$ cat src/include/usb_out_consts.svh
`ifndef USB_OUT_CONSTS_SVH
`define USB_OUT_CONSTS_SVH

// Implemented OUT endpoints and the width of an index into them
`define USB_OUT_NUM_EPS 4
`define USB_OUT_EP_W 2

// Largest data payload a single OUT packet may carry
`define USB_OUT_MAX_PKT 32
// Put offset width, log2 of the max packet size
`define USB_OUT_PKT_W 5

// Wait for the host data packet, 17 bit times at 4 clocks per bit
`define USB_OUT_ACK_TIMEOUT 68
// Counter width, wide enough to hold the timeout load value
`define USB_OUT_TMO_W 7

`endif

$ cat src/design/usb_out_pkg.sv
`default_nettype none

`include "usb_out_consts.svh"

package usb_out_pkg;

  // Packet level strobes and fields from the receive decoder
  typedef struct packed {
    logic       pkt_start;
    logic       pkt_end;
    logic       pkt_valid;
    logic [3:0] pid;
    logic [6:0] addr;
    logic [3:0] endp;
  } rx_pkt_t;

  // One received payload byte
  typedef struct packed {
    logic       put;
    logic [7:0] data;
  } rx_byte_t;

  // Endpoint configuration, one bit per implemented endpoint
  typedef struct packed {
    logic [`USB_OUT_NUM_EPS-1:0] enabled;
    logic [`USB_OUT_NUM_EPS-1:0] control;
    logic [`USB_OUT_NUM_EPS-1:0] full;
    logic [`USB_OUT_NUM_EPS-1:0] stall;
  } ep_cfg_t;

  // Byte write towards the endpoint buffer
  typedef struct packed {
    logic                      put;
    logic [`USB_OUT_PKT_W-1:0] offset;
    logic [7:0]                data;
  } ep_put_t;

  // Transaction outcome strobes and the endpoint they refer to
  typedef struct packed {
    logic       newpkt;
    logic       acked;
    logic       rollback;
    logic [3:0] cur_ep;
  } xact_status_t;

  // Handshake request to the transmit path
  typedef struct packed {
    logic       start;
    logic [3:0] pid;
  } tx_req_t;

  // Decoded view of the packet ending this cycle
  typedef struct packed {
    logic                     out_tok;
    logic                     setup_tok;
    logic                     data_pkt;
    logic                     bad_pkt;
    logic                     ep_active;
    logic                     ep_control;
    logic [`USB_OUT_EP_W-1:0] ep_idx;
    logic                     data_pid_odd;
  } rx_dec_t;

endpackage

`default_nettype wire

$ cat src/design/usb_pid_pkg.sv
`default_nettype none

package usb_pid_pkg;

  // Low two bits of a PID give its class
  typedef enum logic [1:0] {
    UsbPidTypeSpecial   = 2'b00,
    UsbPidTypeToken     = 2'b01,
    UsbPidTypeHandshake = 2'b10,
    UsbPidTypeData      = 2'b11
  } usb_pid_type_e;

  // PIDs seen or sent by the OUT engine
  typedef enum logic [3:0] {
    UsbPidOut   = 4'b0001,
    UsbPidIn    = 4'b1001,
    UsbPidSetup = 4'b1101,
    UsbPidData0 = 4'b0011,
    UsbPidData1 = 4'b1011,
    UsbPidAck   = 4'b0010,
    UsbPidNak   = 4'b1010,
    UsbPidStall = 4'b1110
  } usb_pid_e;

endpackage

`default_nettype wire

$ cat src/design/usb_out_data_path.sv
`timescale 1ns/1ps
`default_nettype none

`include "usb_out_consts.svh"

module usb_out_data_path (
  input  logic                        clk_48mhz_i,
  input  logic                        rst_ni,
  input  usb_out_pkg::rx_byte_t       rx_byte_i,
  input  logic                        data_phase_i,
  input  logic                        arm_i,
  input  logic [`USB_OUT_EP_W-1:0]    cur_ep_i,
  input  logic [`USB_OUT_NUM_EPS-1:0] ep_full_i,
  output usb_out_pkg::ep_put_t        put_o,
  output logic                        store_fail_o
);

  import usb_out_pkg::*;

  logic                      put_q;
  logic [7:0]                data_q;
  logic [`USB_OUT_PKT_W-1:0] offset_q;
  logic                      nak_q;
  logic                      advance;

  // Put strobe trails the received byte by one cycle
  always_ff @(posedge clk_48mhz_i or negedge rst_ni) begin
    if (!rst_ni) begin
      put_q <= 1'b0;
    end else begin
      put_q <= data_phase_i && rx_byte_i.put;
    end
  end

  always_ff @(posedge clk_48mhz_i) begin
    if (rx_byte_i.put) begin
      data_q <= rx_byte_i.data;
    end
  end

  ////////////////////////////////////////////////////////////////////////////
  // NAK flag and put offset
  ////////////////////////////////////////////////////////////////////////////

  // Any byte landing on a full endpoint spoils the whole packet
  always_ff @(posedge clk_48mhz_i or negedge rst_ni) begin
    if (!rst_ni) begin
      nak_q <= 1'b0;
    end else if (!data_phase_i) begin
      nak_q <= 1'b0;
    end else if (put_q && ep_full_i[cur_ep_i]) begin
      nak_q <= 1'b1;
    end
  end

  // Stop at all ones, bytes past max packet size are lost
  assign advance = put_q && !nak_q && !(&offset_q);

  always_ff @(posedge clk_48mhz_i or negedge rst_ni) begin
    if (!rst_ni) begin
      offset_q <= '0;
    end else if (arm_i) begin
      offset_q <= '0;
    end else if (data_phase_i && advance) begin
      offset_q <= offset_q + 1'b1;
    end
  end

  assign store_fail_o = nak_q || ep_full_i[cur_ep_i];
  assign put_o        = '{put: put_q, offset: offset_q, data: data_q};

endmodule

`default_nettype wire

$ cat src/design/usb_out_pe.sv
`timescale 1ns/1ps
`default_nettype none

`include "usb_out_consts.svh"

module usb_out_pe (
  input  logic                        clk_48mhz_i,
  input  logic                        rst_ni,
  input  logic                        link_reset_i,
  input  logic [6:0]                  dev_addr_i,
  input  usb_out_pkg::rx_pkt_t        rx_pkt_i,
  input  usb_out_pkg::rx_byte_t       rx_byte_i,
  input  usb_out_pkg::ep_cfg_t        ep_cfg_i,
  output usb_out_pkg::ep_put_t        put_o,
  output usb_out_pkg::xact_status_t   status_o,
  output usb_out_pkg::tx_req_t        tx_o,
  output logic [`USB_OUT_NUM_EPS-1:0] out_setup_o,
  output logic [`USB_OUT_NUM_EPS-1:0] data_toggle_o
);

  import usb_out_pkg::*;

  rx_dec_t                  dec;
  logic [`USB_OUT_EP_W-1:0] cur_ep;
  logic                     data_phase;
  logic                     arm;
  logic                     new_pkt_end;
  logic                     store_fail;
  logic                     bad_toggle;

  // Packet classification, purely combinational
  usb_out_rx_decode u_rx_decode (
    .rx_pkt_i   (rx_pkt_i),
    .dev_addr_i (dev_addr_i),
    .ep_cfg_i   (ep_cfg_i),
    .dec_o      (dec)
  );

  usb_out_toggle u_toggle (
    .clk_48mhz_i   (clk_48mhz_i),
    .rst_ni        (rst_ni),
    .link_reset_i  (link_reset_i),
    .dec_i         (dec),
    .cur_ep_i      (cur_ep),
    .new_pkt_end_i (new_pkt_end),
    .bad_toggle_o  (bad_toggle),
    .data_toggle_o (data_toggle_o),
    .out_setup_o   (out_setup_o)
  );

  // Transaction sequencing and handshakes
  usb_out_xact_fsm u_xact_fsm (
    .clk_48mhz_i   (clk_48mhz_i),
    .rst_ni        (rst_ni),
    .link_reset_i  (link_reset_i),
    .dec_i         (dec),
    .rx_start_i    (rx_pkt_i.pkt_start),
    .bad_toggle_i  (bad_toggle),
    .store_fail_i  (store_fail),
    .ep_cfg_i      (ep_cfg_i),
    .cur_ep_o      (cur_ep),
    .data_phase_o  (data_phase),
    .arm_o         (arm),
    .new_pkt_end_o (new_pkt_end),
    .status_o      (status_o),
    .tx_o          (tx_o)
  );

  usb_out_data_path u_data_path (
    .clk_48mhz_i  (clk_48mhz_i),
    .rst_ni       (rst_ni),
    .rx_byte_i    (rx_byte_i),
    .data_phase_i (data_phase),
    .arm_i        (arm),
    .cur_ep_i     (cur_ep),
    .ep_full_i    (ep_cfg_i.full),
    .put_o        (put_o),
    .store_fail_o (store_fail)
  );

endmodule

`default_nettype wire

$ cat src/design/usb_out_rx_decode.sv
`timescale 1ns/1ps
`default_nettype none

`include "usb_out_consts.svh"

module usb_out_rx_decode (
  input  usb_out_pkg::rx_pkt_t rx_pkt_i,
  input  logic [6:0]           dev_addr_i,
  input  usb_out_pkg::ep_cfg_t ep_cfg_i,
  output usb_out_pkg::rx_dec_t dec_o
);

  import usb_pid_pkg::*;
  import usb_out_pkg::*;

  usb_pid_e                 pid;
  usb_pid_type_e            pid_type;
  logic                     tok_rx;
  logic                     is_data;
  logic                     ep_in_hw;
  logic [`USB_OUT_EP_W-1:0] ep_idx;

  // Enum views of the raw PID
  assign pid      = usb_pid_e'(rx_pkt_i.pid);
  assign pid_type = usb_pid_type_e'(rx_pkt_i.pid[1:0]);

  // Good token addressed to this device
  assign tok_rx = rx_pkt_i.pkt_end && rx_pkt_i.pkt_valid &&
                  (pid_type == UsbPidTypeToken) && (rx_pkt_i.addr == dev_addr_i);

  assign is_data = (pid == UsbPidData0) || (pid == UsbPidData1);

  // Endpoints above the implemented range fold onto index 0
  assign ep_in_hw = {1'b0, rx_pkt_i.endp} < 5'(`USB_OUT_NUM_EPS);
  assign ep_idx   = ep_in_hw ? rx_pkt_i.endp[`USB_OUT_EP_W-1:0] : '0;

  ////////////////////////////////////////////////////////////////////////////
  // Decode result
  ////////////////////////////////////////////////////////////////////////////

  assign dec_o.out_tok   = tok_rx && (pid == UsbPidOut);
  assign dec_o.setup_tok = tok_rx && (pid == UsbPidSetup);
  assign dec_o.data_pkt  = rx_pkt_i.pkt_end && rx_pkt_i.pkt_valid && is_data;
  // Bad CRC or anything valid that is not data
  assign dec_o.bad_pkt   = rx_pkt_i.pkt_end && (!rx_pkt_i.pkt_valid || !is_data);

  // Folded index never counts as active
  assign dec_o.ep_active  = ep_cfg_i.enabled[ep_idx] && ep_in_hw;
  assign dec_o.ep_control = ep_cfg_i.control[ep_idx];
  assign dec_o.ep_idx     = ep_idx;
  // DATA1 has the top PID bit set
  assign dec_o.data_pid_odd = rx_pkt_i.pid[3];

endmodule

`default_nettype wire

$ cat src/design/usb_out_toggle.sv
`timescale 1ns/1ps
`default_nettype none

`include "usb_out_consts.svh"

module usb_out_toggle (
  input  logic                        clk_48mhz_i,
  input  logic                        rst_ni,
  input  logic                        link_reset_i,
  input  usb_out_pkg::rx_dec_t        dec_i,
  input  logic [`USB_OUT_EP_W-1:0]    cur_ep_i,
  input  logic                        new_pkt_end_i,
  output logic                        bad_toggle_o,
  output logic [`USB_OUT_NUM_EPS-1:0] data_toggle_o,
  output logic [`USB_OUT_NUM_EPS-1:0] out_setup_o
);

  import usb_out_pkg::*;

  logic [`USB_OUT_NUM_EPS-1:0] toggle_q;
  logic [`USB_OUT_NUM_EPS-1:0] toggle_d;

  // SETUP restarts the sequence at DATA0
  // Accepted packet advances the current endpoint
  always_comb begin
    toggle_d = toggle_q;
    if (dec_i.setup_tok && dec_i.ep_active) begin
      toggle_d[dec_i.ep_idx] = 1'b0;
    end else if (new_pkt_end_i) begin
      toggle_d[cur_ep_i] = ~toggle_q[cur_ep_i];
    end
  end

  // Link reset wipes every endpoint
  always_ff @(posedge clk_48mhz_i or negedge rst_ni) begin
    if (!rst_ni) begin
      toggle_q <= '0;
    end else if (link_reset_i) begin
      toggle_q <= '0;
    end else begin
      toggle_q <= toggle_d;
    end
  end

  // Flag follows the kind of the last token per endpoint
  always_ff @(posedge clk_48mhz_i or negedge rst_ni) begin
    if (!rst_ni) begin
      out_setup_o <= '0;
    end else if (dec_i.setup_tok && dec_i.ep_active) begin
      out_setup_o[dec_i.ep_idx] <= 1'b1;
    end else if (dec_i.out_tok && dec_i.ep_active) begin
      out_setup_o[dec_i.ep_idx] <= 1'b0;
    end
  end

  // Data PID parity against the stored toggle
  assign bad_toggle_o = dec_i.data_pkt && dec_i.ep_active &&
                        (dec_i.data_pid_odd != toggle_q[dec_i.ep_idx]);

  assign data_toggle_o = toggle_q;

endmodule

`default_nettype wire

$ cat src/design/usb_out_xact_fsm.sv
`timescale 1ns/1ps
`default_nettype none

`include "usb_out_consts.svh"

module usb_out_xact_fsm (
  input  logic                       clk_48mhz_i,
  input  logic                       rst_ni,
  input  logic                       link_reset_i,
  input  usb_out_pkg::rx_dec_t       dec_i,
  input  logic                       rx_start_i,
  input  logic                       bad_toggle_i,
  input  logic                       store_fail_i,
  input  usb_out_pkg::ep_cfg_t       ep_cfg_i,
  output logic [`USB_OUT_EP_W-1:0]   cur_ep_o,
  output logic                       data_phase_o,
  output logic                       arm_o,
  output logic                       new_pkt_end_o,
  output usb_out_pkg::xact_status_t  status_o,
  output usb_out_pkg::tx_req_t       tx_o
);

  import usb_pid_pkg::*;
  import usb_out_pkg::*;

  typedef enum logic [1:0] {
    StIdle,
    StRcvdOut,
    StRcvdDataStart,
    StRcvdDataEnd
  } xact_state_e;

  xact_state_e               state_q;
  xact_state_e               state_d;
  logic [`USB_OUT_TMO_W-1:0] tmo_q;
  logic [`USB_OUT_TMO_W-1:0] tmo_d;
  logic                      xact_start;
  logic                      newpkt_q;
  logic [`USB_OUT_EP_W-1:0]  cur_ep_q;
  // 1 for SETUP, 0 for OUT
  logic                      setup_q;
  logic                      acked;
  logic                      rollback;
  logic                      tx_start;
  logic [3:0]                tx_pid;
  logic                      ep_stalled;

  assign ep_stalled = ep_cfg_i.stall[cur_ep_q];

  ////////////////////////////////////////////////////////////////////////////
  // Next state and handshake choice
  ////////////////////////////////////////////////////////////////////////////

  always_comb begin
    state_d       = state_q;
    tmo_d         = `USB_OUT_TMO_W'(`USB_OUT_ACK_TIMEOUT);
    xact_start    = 1'b0;
    acked         = 1'b0;
    rollback      = 1'b0;
    tx_start      = 1'b0;
    tx_pid        = 4'b0000;
    new_pkt_end_o = 1'b0;

    unique case (state_q)
      StIdle: begin
        // SETUP only counts on a control endpoint
        if (dec_i.ep_active &&
            (dec_i.out_tok || (dec_i.setup_tok && dec_i.ep_control))) begin
          state_d    = StRcvdOut;
          xact_start = 1'b1;
        end
      end

      StRcvdOut: begin
        // Host data must start before the counter runs out
        tmo_d = tmo_q - 1'b1;
        if (rx_start_i) begin
          state_d = StRcvdDataStart;
        end else if (tmo_q == '0) begin
          state_d = StIdle;
        end
      end

      StRcvdDataStart: begin
        if (bad_toggle_i && !ep_stalled) begin
          // Repeat of a packet we already took, so our ACK was lost
          state_d  = StIdle;
          rollback = 1'b1;
          tx_start = 1'b1;
          tx_pid   = UsbPidAck;
        end else if (dec_i.bad_pkt) begin
          // No answer at all on a corrupt packet
          state_d  = StIdle;
          rollback = 1'b1;
        end else if (dec_i.data_pkt) begin
          state_d = StRcvdDataEnd;
        end
      end

      StRcvdDataEnd: begin
        state_d  = StIdle;
        tx_start = 1'b1;
        if (setup_q) begin
          if (store_fail_i) begin
            // SETUP that cannot be stored is dropped silently
            tx_start = 1'b0;
            rollback = 1'b1;
          end else begin
            tx_pid        = UsbPidAck;
            acked         = 1'b1;
            new_pkt_end_o = 1'b1;
          end
        end else if (ep_stalled) begin
          tx_pid = UsbPidStall;
        end else if (store_fail_i) begin
          // Buffer busy, host retries later
          tx_pid   = UsbPidNak;
          rollback = 1'b1;
        end else begin
          tx_pid        = UsbPidAck;
          acked         = 1'b1;
          new_pkt_end_o = 1'b1;
        end
      end

      default: state_d = StIdle;
    endcase
  end

  ////////////////////////////////////////////////////////////////////////////
  // State, timeout and transaction registers
  ////////////////////////////////////////////////////////////////////////////

  always_ff @(posedge clk_48mhz_i or negedge rst_ni) begin
    if (!rst_ni) begin
      state_q <= StIdle;
      tmo_q   <= `USB_OUT_TMO_W'(`USB_OUT_ACK_TIMEOUT);
    end else begin
      state_q <= link_reset_i ? StIdle : state_d;
      tmo_q   <= tmo_d;
    end
  end

  // Endpoint and kind latched when the token is taken
  always_ff @(posedge clk_48mhz_i or negedge rst_ni) begin
    if (!rst_ni) begin
      newpkt_q <= 1'b0;
      cur_ep_q <= '0;
      setup_q  <= 1'b0;
    end else begin
      newpkt_q <= xact_start;
      if (xact_start) begin
        cur_ep_q <= dec_i.ep_idx;
        setup_q  <= dec_i.setup_tok;
      end
    end
  end

  assign cur_ep_o     = cur_ep_q;
  assign arm_o        = (state_q == StRcvdOut);
  assign data_phase_o = (state_q == StRcvdDataStart);

  assign status_o = '{newpkt:   newpkt_q,
                      acked:    acked,
                      rollback: rollback,
                      cur_ep:   {{(4 - `USB_OUT_EP_W){1'b0}}, cur_ep_q}};
  assign tx_o     = '{start: tx_start, pid: tx_pid};

endmodule

`default_nettype wire

$ cat config.mk
export PLATFORM = sky130hd
export DESIGN_NAME = usb_out_pe
export DESIGN_NICKNAME = d
export VERILOG_FILES = /design/src/design/usb_out_pkg.sv /design/src/design/usb_pid_pkg.sv /design/src/design/usb_out_data_path.sv /design/src/design/usb_out_pe.sv /design/src/design/usb_out_rx_decode.sv /design/src/design/usb_out_toggle.sv /design/src/design/usb_out_xact_fsm.sv
export VERILOG_INCLUDE_DIRS = /design/src /design/src/include
export SDC_FILE = /design/constraint.sdc
export NUM_CORES = 1
export LEC_CHECK = 0
export ABC_AREA = 1
export BUFFER_PORTS_ARGS = -buffer_cell sky130_fd_sc_hd__buf_4
export CORE_MARGIN = 4
export CORE_UTILIZATION = 35
export CTS_BUF_LIST = sky130_fd_sc_hd__clkbuf_4 sky130_fd_sc_hd__clkbuf_8 sky130_fd_sc_hd__clkbuf_16
export DETAILED_ROUTE_END_ITERATION = 10
export GPL_TIMING_DRIVEN = 1
export RECOVER_POWER = 25
export SLEW_MARGIN = 5
export SYNTH_ARGS = -nofsm -noshare
export SYNTH_HDL_FRONTEND = slang
export SYNTH_SLANG_ARGS = --single-unit
export TNS_END_PERCENT = 5
$ cat constraint.sdc
create_clock -name clk_48mhz_i -period 1.5 [get_ports clk_48mhz_i]
set_input_delay 0.225 -clock clk_48mhz_i [delete_from_list [all_inputs] [get_ports clk_48mhz_i]]
set_output_delay 0.225 -clock clk_48mhz_i [all_outputs]
set_load 0.005 [all_outputs]
# Yosys cells after proc, flatten, opt, wreduce, memory -nomap -nowiden
# Cells that the tools add are included.
# classes
addsub	2
multipliers	0
div_mod_pow	0
order_cmp	5
n_eq_ne	14
n_shift	0
n_mux	57
bitwise	5
n_reduce_logical	38
# op_table
operator	n
$mux 4	8
$mux 1	23
$logic_and 1x1->1	22
$mux 2	10
$bmux 1 s2	6
$mux 5	2
$and 4x4->4	2
$eq 4x4->1 const B	2
$pmux 2 s4	1
$pmux 4 s2	1
$eq 7x7->1	1
$logic_not 7->1	1
$mux 7	1
$sub 7x1->7 const B	1
$lt 2x3->1 const B	2
$add 5x1->5 const B	1
$logic_not 1->1	5
$ne 5x4->1 const B	1
$reduce_and 5->1	1
$bwmux 4	1
$demux 1 s2	2
$eq 2x1->1 const B	2
$eq 2x2->1 const B	2
$eq 4x1->1 const B	1
other kinds (16)	22
# word_totals
ff_bits	36
latch_bits	0
mem_bits_rw	0
mem_bits_ro	0
inputBits	53
output_inout_bits	34
elab_cells	132
n_memories	0

# Depth between registers and ports, before layout
# Gate-level depths: netlist of run 1.
# depth
depth_word	11
mapped_depth	14
depth_no_buf	14

# Modules after synthesis
# A second synthesis of run 1 with hierarchy kept.
# hier_totals
hier_cells	343
area_unflattened_um2	2448.6
# modules_own_cells
module	instances	cells_per_inst	area_each_um2	seq_area_each_um2
usb_out_xact_fsm	1	114	867.1	327.8
usb_out_data_path	1	63	660.6	415.4
usb_out_toggle	1	92	595.6	200.2
usb_out_rx_decode	1	74	325.3	0.0

# Worst setup path before layout of run 1
# OpenSTA, ideal clock, no wires.
# synth_timing
path_kind	reg-to-reg
from	register u_data_path.offset_q[0]
to	register u_data_path.offset_q[2]
setup_time_ns	0.122
arrival_time_ns	1.581
t_required_ns	1.378
path_slack_ns	-0.202
path_stages_with_launch	8
path_buffers	0
synth_period_minus_slack_ns	1.702
path_cell_list	dfrtp_1 -> ha_1 -> nand2_1 -> nor2_1 -> ha_1 -> nor4_4 -> nor2_1 -> a32o_1
# synth_between
elab_chain_len	5
elab_cells_between_ends	8
classes_between	add/sub: 1; mux: 2; reduce/logical: 5
# synth_lines
item	line_no	rtl
start: declaration	usb_out_data_path.sv:22	logic [`USB_OUT_PKT_W-1:0] offset_q;
start signal: assignment	usb_out_data_path.sv:65	offset_q <= offset_q + 1'b1;
branches (longest 5 deep; another with $add 5x1->5)	--	
# Parallel ways; which one is timed is not known. The select of a mux whose other input is x is not followed.
# A chain may end at the register's enable or synchronous reset.

==> impl_metrics.py, run 1 <==
metrics = {
    "cells_and_area": {
        "final_design_area_no_fill_um2": 3430,
        "layout-area-overhead-vs-synth_pct": 48.4,
        "nNetsFinal": 476,
        "layout-drive-gt1-share": 0.419,
        "antennaDiodeCount": 0,
    },
    "clock_network": {
        "cts.clk_slew.worst_paths_ns": 0.07,
        "insertion_delay_ns": 0.29,
        "htreeDepth": 2,
        "cts-root-to-sink-buffers": 2,
        "cts-buffers-inserted": 5,
        "clock-sinks": 36,
        "cts_tree": "built",
        "cts.root.buffer_cell": "clkbuf_8",
    },
    "timing": {
        "final_max_slew_viol_count": 0,
        "fin_crit_sh": 1.29,
        "rsz_0062_raised_after_global_routing": "yes",
        "worst_relative_slew_slack": 0.518,
        "skew_ns": 0.00154,
        "clock.fmax_mhz": 518,
        "worstMarginPinSlew_ns": 0.723,
        "finalWorstPathRequiredPeriod_ns": 1.93,
        "final_critical_path_setup_slack_ns": -0.430,
        "count_of_final_setup_violators": 10,
        "number_of_hold_slack_violations_in_the_final_timing_report": 0,
        "whs_ns": 0.131,
    },
    "pwr": {
        "power_per_cell_area_nw_per_um2": 743,
        "p_leak_nw": 1.76,
        "fin_total_pwr_mw": 2.55,
        "power.ir.vdd_worst_uv": 520,
    },
    "logic_synthesis": {
        "synthCells": 300,
        "synth-async-reset-ratio": 0.778,
        "synth_common_cells": "nand2_1 (70), inv_1 (46), nor2_1 (27)",
        "synth_top_cells_by_area": "dfrtp_1 (28%), nand2_1 (11%), edfxtp_1 (10%)",
        "syn_area_per_cell_um2": 7.70,
        "synth.most_common_cell": "nand2_1",
        "post_synth_instance_area_um2": 2310,
        "top_ff_cell_synth": "dfrtp_1",
        "synth_edf_count": 8,
        "yosys.cell_types.count": 39,
        "yosys_register_bits": 36,
        "netlist.area_leader.share": 0.282,
        "synthesis.yosys.warnings": 0,
        "netlist.top_cell.by_area": "dfrtp_1",
        "synth.yosys.seq_area_share": 0.408,
    },
    "run": {
        "drv.max_cap_violation_count": 0,
    },
    "setup_path": {
        "cp.arrival_ns": 1.70,
        "worstSetupStartpointType": "flip-flop",
        "timing.critical_path.required_ns": 1.27,
        "crit_path_end_kind": "output pin",
        "timing.setup.critical_path_class": "flip-flop to output pin",
        "maximum_fanout_along_the_worst_path": 5,
    },
    "routing": {
        "detail_route.drc_violations": 0,
        "drt_iter0_drc": 60,
        "viasPerCell": 4.68,
        "routedWlPerCell_um": 12.6,
        "routedLengthMet1_um": 2710,
        "vias": 2325,
        "met3_length_um": 367,
        "drt.antenna.violating_nets": 0,
        "drtPass1Iterations": 4,
        "maxUsedRoutingLayer": "met4",
        "wl_met2_um": 3160,
        "wl_um": 6290,
    },
    "floorplanning": {
        "initial_core_util": 0.362,
        "dieHeight_um": 89.3,
        "fp.dieArea_um2": 7970,
        "fp.coreArea_um2": 6390,
        "fp-row-count": 29,
        "boundaryPins": 87,
        "dieWidth_um": 89.3,
    },
    "global_routing": {
        "grt_pass1_vias": 2175,
        "overflow": 0,
        "grt_first_pass_wirelength_um": 9960,
        "antenna_found_initial": 0,
        "pin_count_of_the_biggest_net_entering_global_routing": 29,
        "grt_usage": 0.163,
    },
    "placement": {
        "dpl.hpwl_um": 5160,
        "placedInstanceArea_um2": 3220,
        "buffer_ports.inserted": 83,
        "gp_congestion": 0.811,
    },
    "worst_hold_path": {
        "min_path_type": "input pin to flip-flop",
    },
    "outcome": {
        "failing_checks": "negative setup slack",
        "run_status": "finished with violations",
    },
}
-- timing repair --
item,4_1_cts,5_1_grt
pin swaps,9,7
endpoints found under the hold margin,26,0
endpoints found under the setup margin,13,22
buffers inserted,3,1
hold buffers,1,0
resized for setup,12,13
-- per-layer routing --
layer | track usage | up-vias
li1 | - | 1190
met1 | 0.204 | 1076
met2 | 0.286 | 54
met3 | 0.0341 | 5
met4 | 0.0365 | 0
met5 | 0 | -
-- final timing paths --
path                                             start                        end  slack [ns]  cells past startpoint
min in group asynchronous                       rst_ni  u_toggle.data_toggle_o[2]        0.52                      2
worst min register to register     u_xact_fsm.tmo_q[0]        u_xact_fsm.tmo_q[0]        0.42                      1
worst max register to register  u_xact_fsm.cur_ep_o[0]  u_toggle.data_toggle_o[0]       -0.27                     14
worst min-delay path                      rx_byte_i[1]      u_data_path.data_q[1]        0.13                      1
max in group asynchronous                       rst_ni     u_xact_fsm.cur_ep_o[0]        0.48                      2
worst max-delay path            u_xact_fsm.cur_ep_o[0]                status_o[5]       -0.43                     10
-- layout make-up --
class | count | area, µm²
tap | 77 | 96.3
sequential | 36 | 946
fill | 616 | 2960
inverter | 49 | 185
clock buffer | 5 | 68.8
multi-input combinational | 205 | 1170
timing repair buffer | 122 | 916
clock inverter | 3 | 42.5
-- kinds of logic after synthesis --
kind of cell	after synthesis	synth area share
AOI/OAI and AO/OA	40	0.106
xor gates and xnor gates	9	0.0341
adders and majority gates	4	0.0217
buffers and inverters	61	0.120
DFF	36	0.408
other	1	0.00162
and+or+nand+nor	149	0.309
-- layout by cell type, fill, tap and decap left out, drive strengths merged, types with 2 or more instances in the layout --
cell / Yosys / routed
a21oi: 11 / 11
a22o: 2 / 2
buf: 12 / 111
clkbuf: 0 / 15
clkinv: 1 / 2
conb: 1 / 3
dfrtp: 26 / 26
dfstp: 2 / 2
edfxtp: 8 / 8
ha: 4 / 4
inv: 48 / 48
nand2: 74 / 74
nand3: 25 / 25
nand4: 6 / 6
nor2: 37 / 37
nor3: 3 / 3
nor4: 3 / 3
o21ai: 20 / 20
o31ai: 2 / 2
xor2: 9 / 9
-- stage by stage --
| stage | std cells | TNS (ns) | setup slack [ns] | utilization |
|---|---|---|---|---|
| CTS | 496 | -3.32 | -0.416 | 0.530 |
| floorplan | 302 | -0.0293 | -0.0127 | - |
| global placement | 484 | -3.06 | -0.242 | 0.504 |
| detailed placement | 484 | -3.78 | -0.308 | 0.504 |
| finish | 497 | -3.36 | -0.430 | 0.537 |
| global route | 497 | -5.06 | -0.555 | 0.537 |
-- critical path, cell delays in order, from the launching register on --
cell     delay [ns]
dfrtp_2        0.47
nand2_2        0.10
inv_2          0.06
nand2_1        0.07
nand3_2        0.12
nor2_4         0.14
inv_2          0.05
nor2_2         0.08
inv_2          0.08
nor2_8         0.13
buf_4          0.12
-- report_power, final --
group          switching (mW)  leakage (nW)  internal (mW)
Clock                   0.361        0.0541          0.492
Sequential             0.0396         0.447           1.07
Combinational           0.305          1.26          0.275
Total                   0.706          1.76           1.84
No activity file was read; power rests on OpenSTA's default activity.
==> run 2: changes to the inputs <==
--- a/config.mk
+++ b/config.mk
@@ -14,6 +14,7 @@
 export DETAILED_ROUTE_END_ITERATION = 10
 export GPL_TIMING_DRIVEN = 1
 export RECOVER_POWER = 25
+export REMOVE_ABC_BUFFERS = 1
 export SLEW_MARGIN = 5
 export SYNTH_ARGS = -nofsm -noshare
 export SYNTH_HDL_FRONTEND = slang
==> impl_metrics.py, run 2 (synthesized netlist as in run 1, its figures left out) <==
metrics = {
    "cells_and_area": {
        "layout_common_cells": "buf_4 (112), nand2_1 (61), inv_1 (43), dfrtp_1 (24)",
        "fin_util": 0.549,
        "finish.cell_count_without_fillers": 501,
        "antennaDiodeCount": 0,
        "n_fill_cell": 596,
        "layout-drive-gt1-share": 0.429,
        "layout-area-overhead-vs-synth_pct": 51.6,
        "nNetsFinal": 480,
        "layout_commonest_cell": "buf_4",
        "multi_input_logic_area_um2": 1190,
        "register_area_um2": 946,
        "final_design_area_no_fill_um2": 3500,
    },
    "setup_path": {
        "worstSetupStartpointType": "flip-flop",
        "maximum_fanout_along_the_worst_path": 5,
        "crit_path_end_kind": "output pin",
        "cp.arrival_ns": 1.70,
        "slowest_delay_ns": 0.45,
        "crit_slowest_cell": "dfrtp_2",
        "timing.setup.critical_path_class": "flip-flop to output pin",
        "r2r-start": "u_xact_fsm.cur_ep_o[1]",
        "timing.critical_path.required_ns": 1.27,
        "cells_along_the_critical_path": "nor2_2 -> nand2_1 -> nand3_2 -> nor2_4 -> inv_2 -> nor2_2 -> inv_2 -> o221ai_2 -> buf_4",
        "crit_start": "u_xact_fsm.cur_ep_o[0]",
    },
    "timing": {
        "skew_ns": 0.00700,
        "final_critical_path_setup_slack_ns": -0.428,
        "count_of_final_setup_violators": 10,
        "worstMarginPinSlew_ns": 0.717,
        "clock.fmax_mhz": 519,
        "final_max_slew_viol_count": 0,
        "number_of_hold_slack_violations_in_the_final_timing_report": 0,
        "whs_ns": 0.125,
        "fin_crit_sh": 1.29,
        "finalWorstPathRequiredPeriod_ns": 1.93,
        "worst_relative_slew_slack": 0.522,
        "setup_tns_ns": -3.28,
        "rsz_0062_raised_after_global_routing": "yes",
    },
    "routing": {
        "routedWlPerCell_um": 12.6,
        "drtPass1Iterations": 4,
        "wl_um": 6310,
        "vias": 2342,
        "drt_iter0_drc": 75,
        "viasPerCell": 4.67,
        "drt.antenna.violating_nets": 0,
        "detail_route.drc_violations": 0,
    },
    "placement": {
        "placedInstanceArea_um2": 3260,
        "dpl.hpwl_um": 5070,
        "buffer_ports.inserted": 83,
        "numPlacedInstances": 488,
        "gp_congestion": 0.811,
        "pre_cts_ws_ns": -0.335,
    },
    "clock_network": {
        "cts_tree": "built",
        "clock-sinks": 36,
        "cts-root-to-sink-buffers": 2,
        "cts-buffers-inserted": 5,
        "cts.root.buffer_cell": "clkbuf_8",
        "htreeDepth": 2,
        "insertion_delay_ns": 0.29,
        "cts.clk_slew.worst_paths_ns": 0.08,
    },
    "outcome": {
        "run_status": "finished with violations",
        "failing_checks": "negative setup slack",
    },
    "worst_hold_path": {
        "hold_start": "rx_byte_i[4]",
        "min_path_type": "input pin to flip-flop",
    },
    "global_routing": {
        "pin_count_of_the_biggest_net_entering_global_routing": 29,
        "grt_usage": 0.166,
        "grt_first_pass_wirelength_um": 10200,
        "grt_pass1_vias": 2300,
        "antenna_found_initial": 0,
        "overflow": 0,
    },
    "floorplanning": {
        "boundaryPins": 87,
        "dieHeight_um": 89.3,
        "fp.coreArea_um2": 6390,
        "initial_core_util": 0.362,
        "fp.dieArea_um2": 7970,
        "fp-row-count": 29,
        "dieWidth_um": 89.3,
    },
    "run": {
        "drv.max_cap_violation_count": 0,
    },
    "pwr": {
        "p_leak_nw": 1.79,
        "fin_total_pwr_mw": 2.59,
        "power.ir.vdd_worst_uv": 590,
        "power_per_cell_area_nw_per_um2": 738,
    },
}
==> run 2: cell types whose count changed in the layout (fill, tap and decap cells not counted), sizes merged <==
cell  delta
buf      +4
==> run 2: metal layers <==
layer	GRT usage	vias up	part of all wire
li1	-	1200	-
met1	0.205	1052	0.42
met2	0.277	78	0.49
met3	0.0424	12	0.067
met4	0.0636	0	0.019
met5	0	-	0
==> run 2: path summary, 6_finish.rpt <==
check / end / depth (start not counted) / slack [ns]
setup / recovery: tx_o[1] / 9 / -0.43
hold / removal: u_data_path.data_q[4] / 1 / 0.13
setup reg to reg: u_toggle.data_toggle_o[3] / 13 / -0.23
hold reg to reg: u_xact_fsm.tmo_q[0] / 1 / 0.42
max in group asynchronous: u_xact_fsm.cur_ep_o[0] / 2 / 0.48
min in group asynchronous: u_data_path.offset_q[3] / 2 / 0.51
==> run 2: area by class of cell <==
cell class | instances | area share
well taps | 77 | 0.0275
clock inverters | 3 | 0.0121
inverters | 49 | 0.0536
clock buffers | 5 | 0.0196
flip-flops and latches | 36 | 0.270
multi-input cells | 205 | 0.340
repair buffers | 126 | 0.277
==> run 2: worst max-delay path, delay by kind of cell (launching register included) <==
| family | cells | cell delay [ns] |
|---|---|---|
| compound gates | 1 | 0.12 |
| simple gates | 5 | 0.52 |
| flops | 1 | 0.45 |
| buf+inv | 3 | 0.32 |
==> run 2: repair_timing <==
action	CTS	global route
setup endpoints to repair	16	25
gates resized for setup	14	20
hold endpoints to repair	26	0
buffers inserted	4	0
gates cloned	0	0
pin swaps	10	10
hold buffers	1	0
==> run 2: power breakdown <==
| group | switching, mW | total (mW) | internal (mW) |
|---|---|---|---|
| logic | 0.313 | 0.606 | 0.293 |
| clock network | 0.376 | 0.868 | 0.492 |
| registers | 0.0392 | 1.11 | 1.07 |
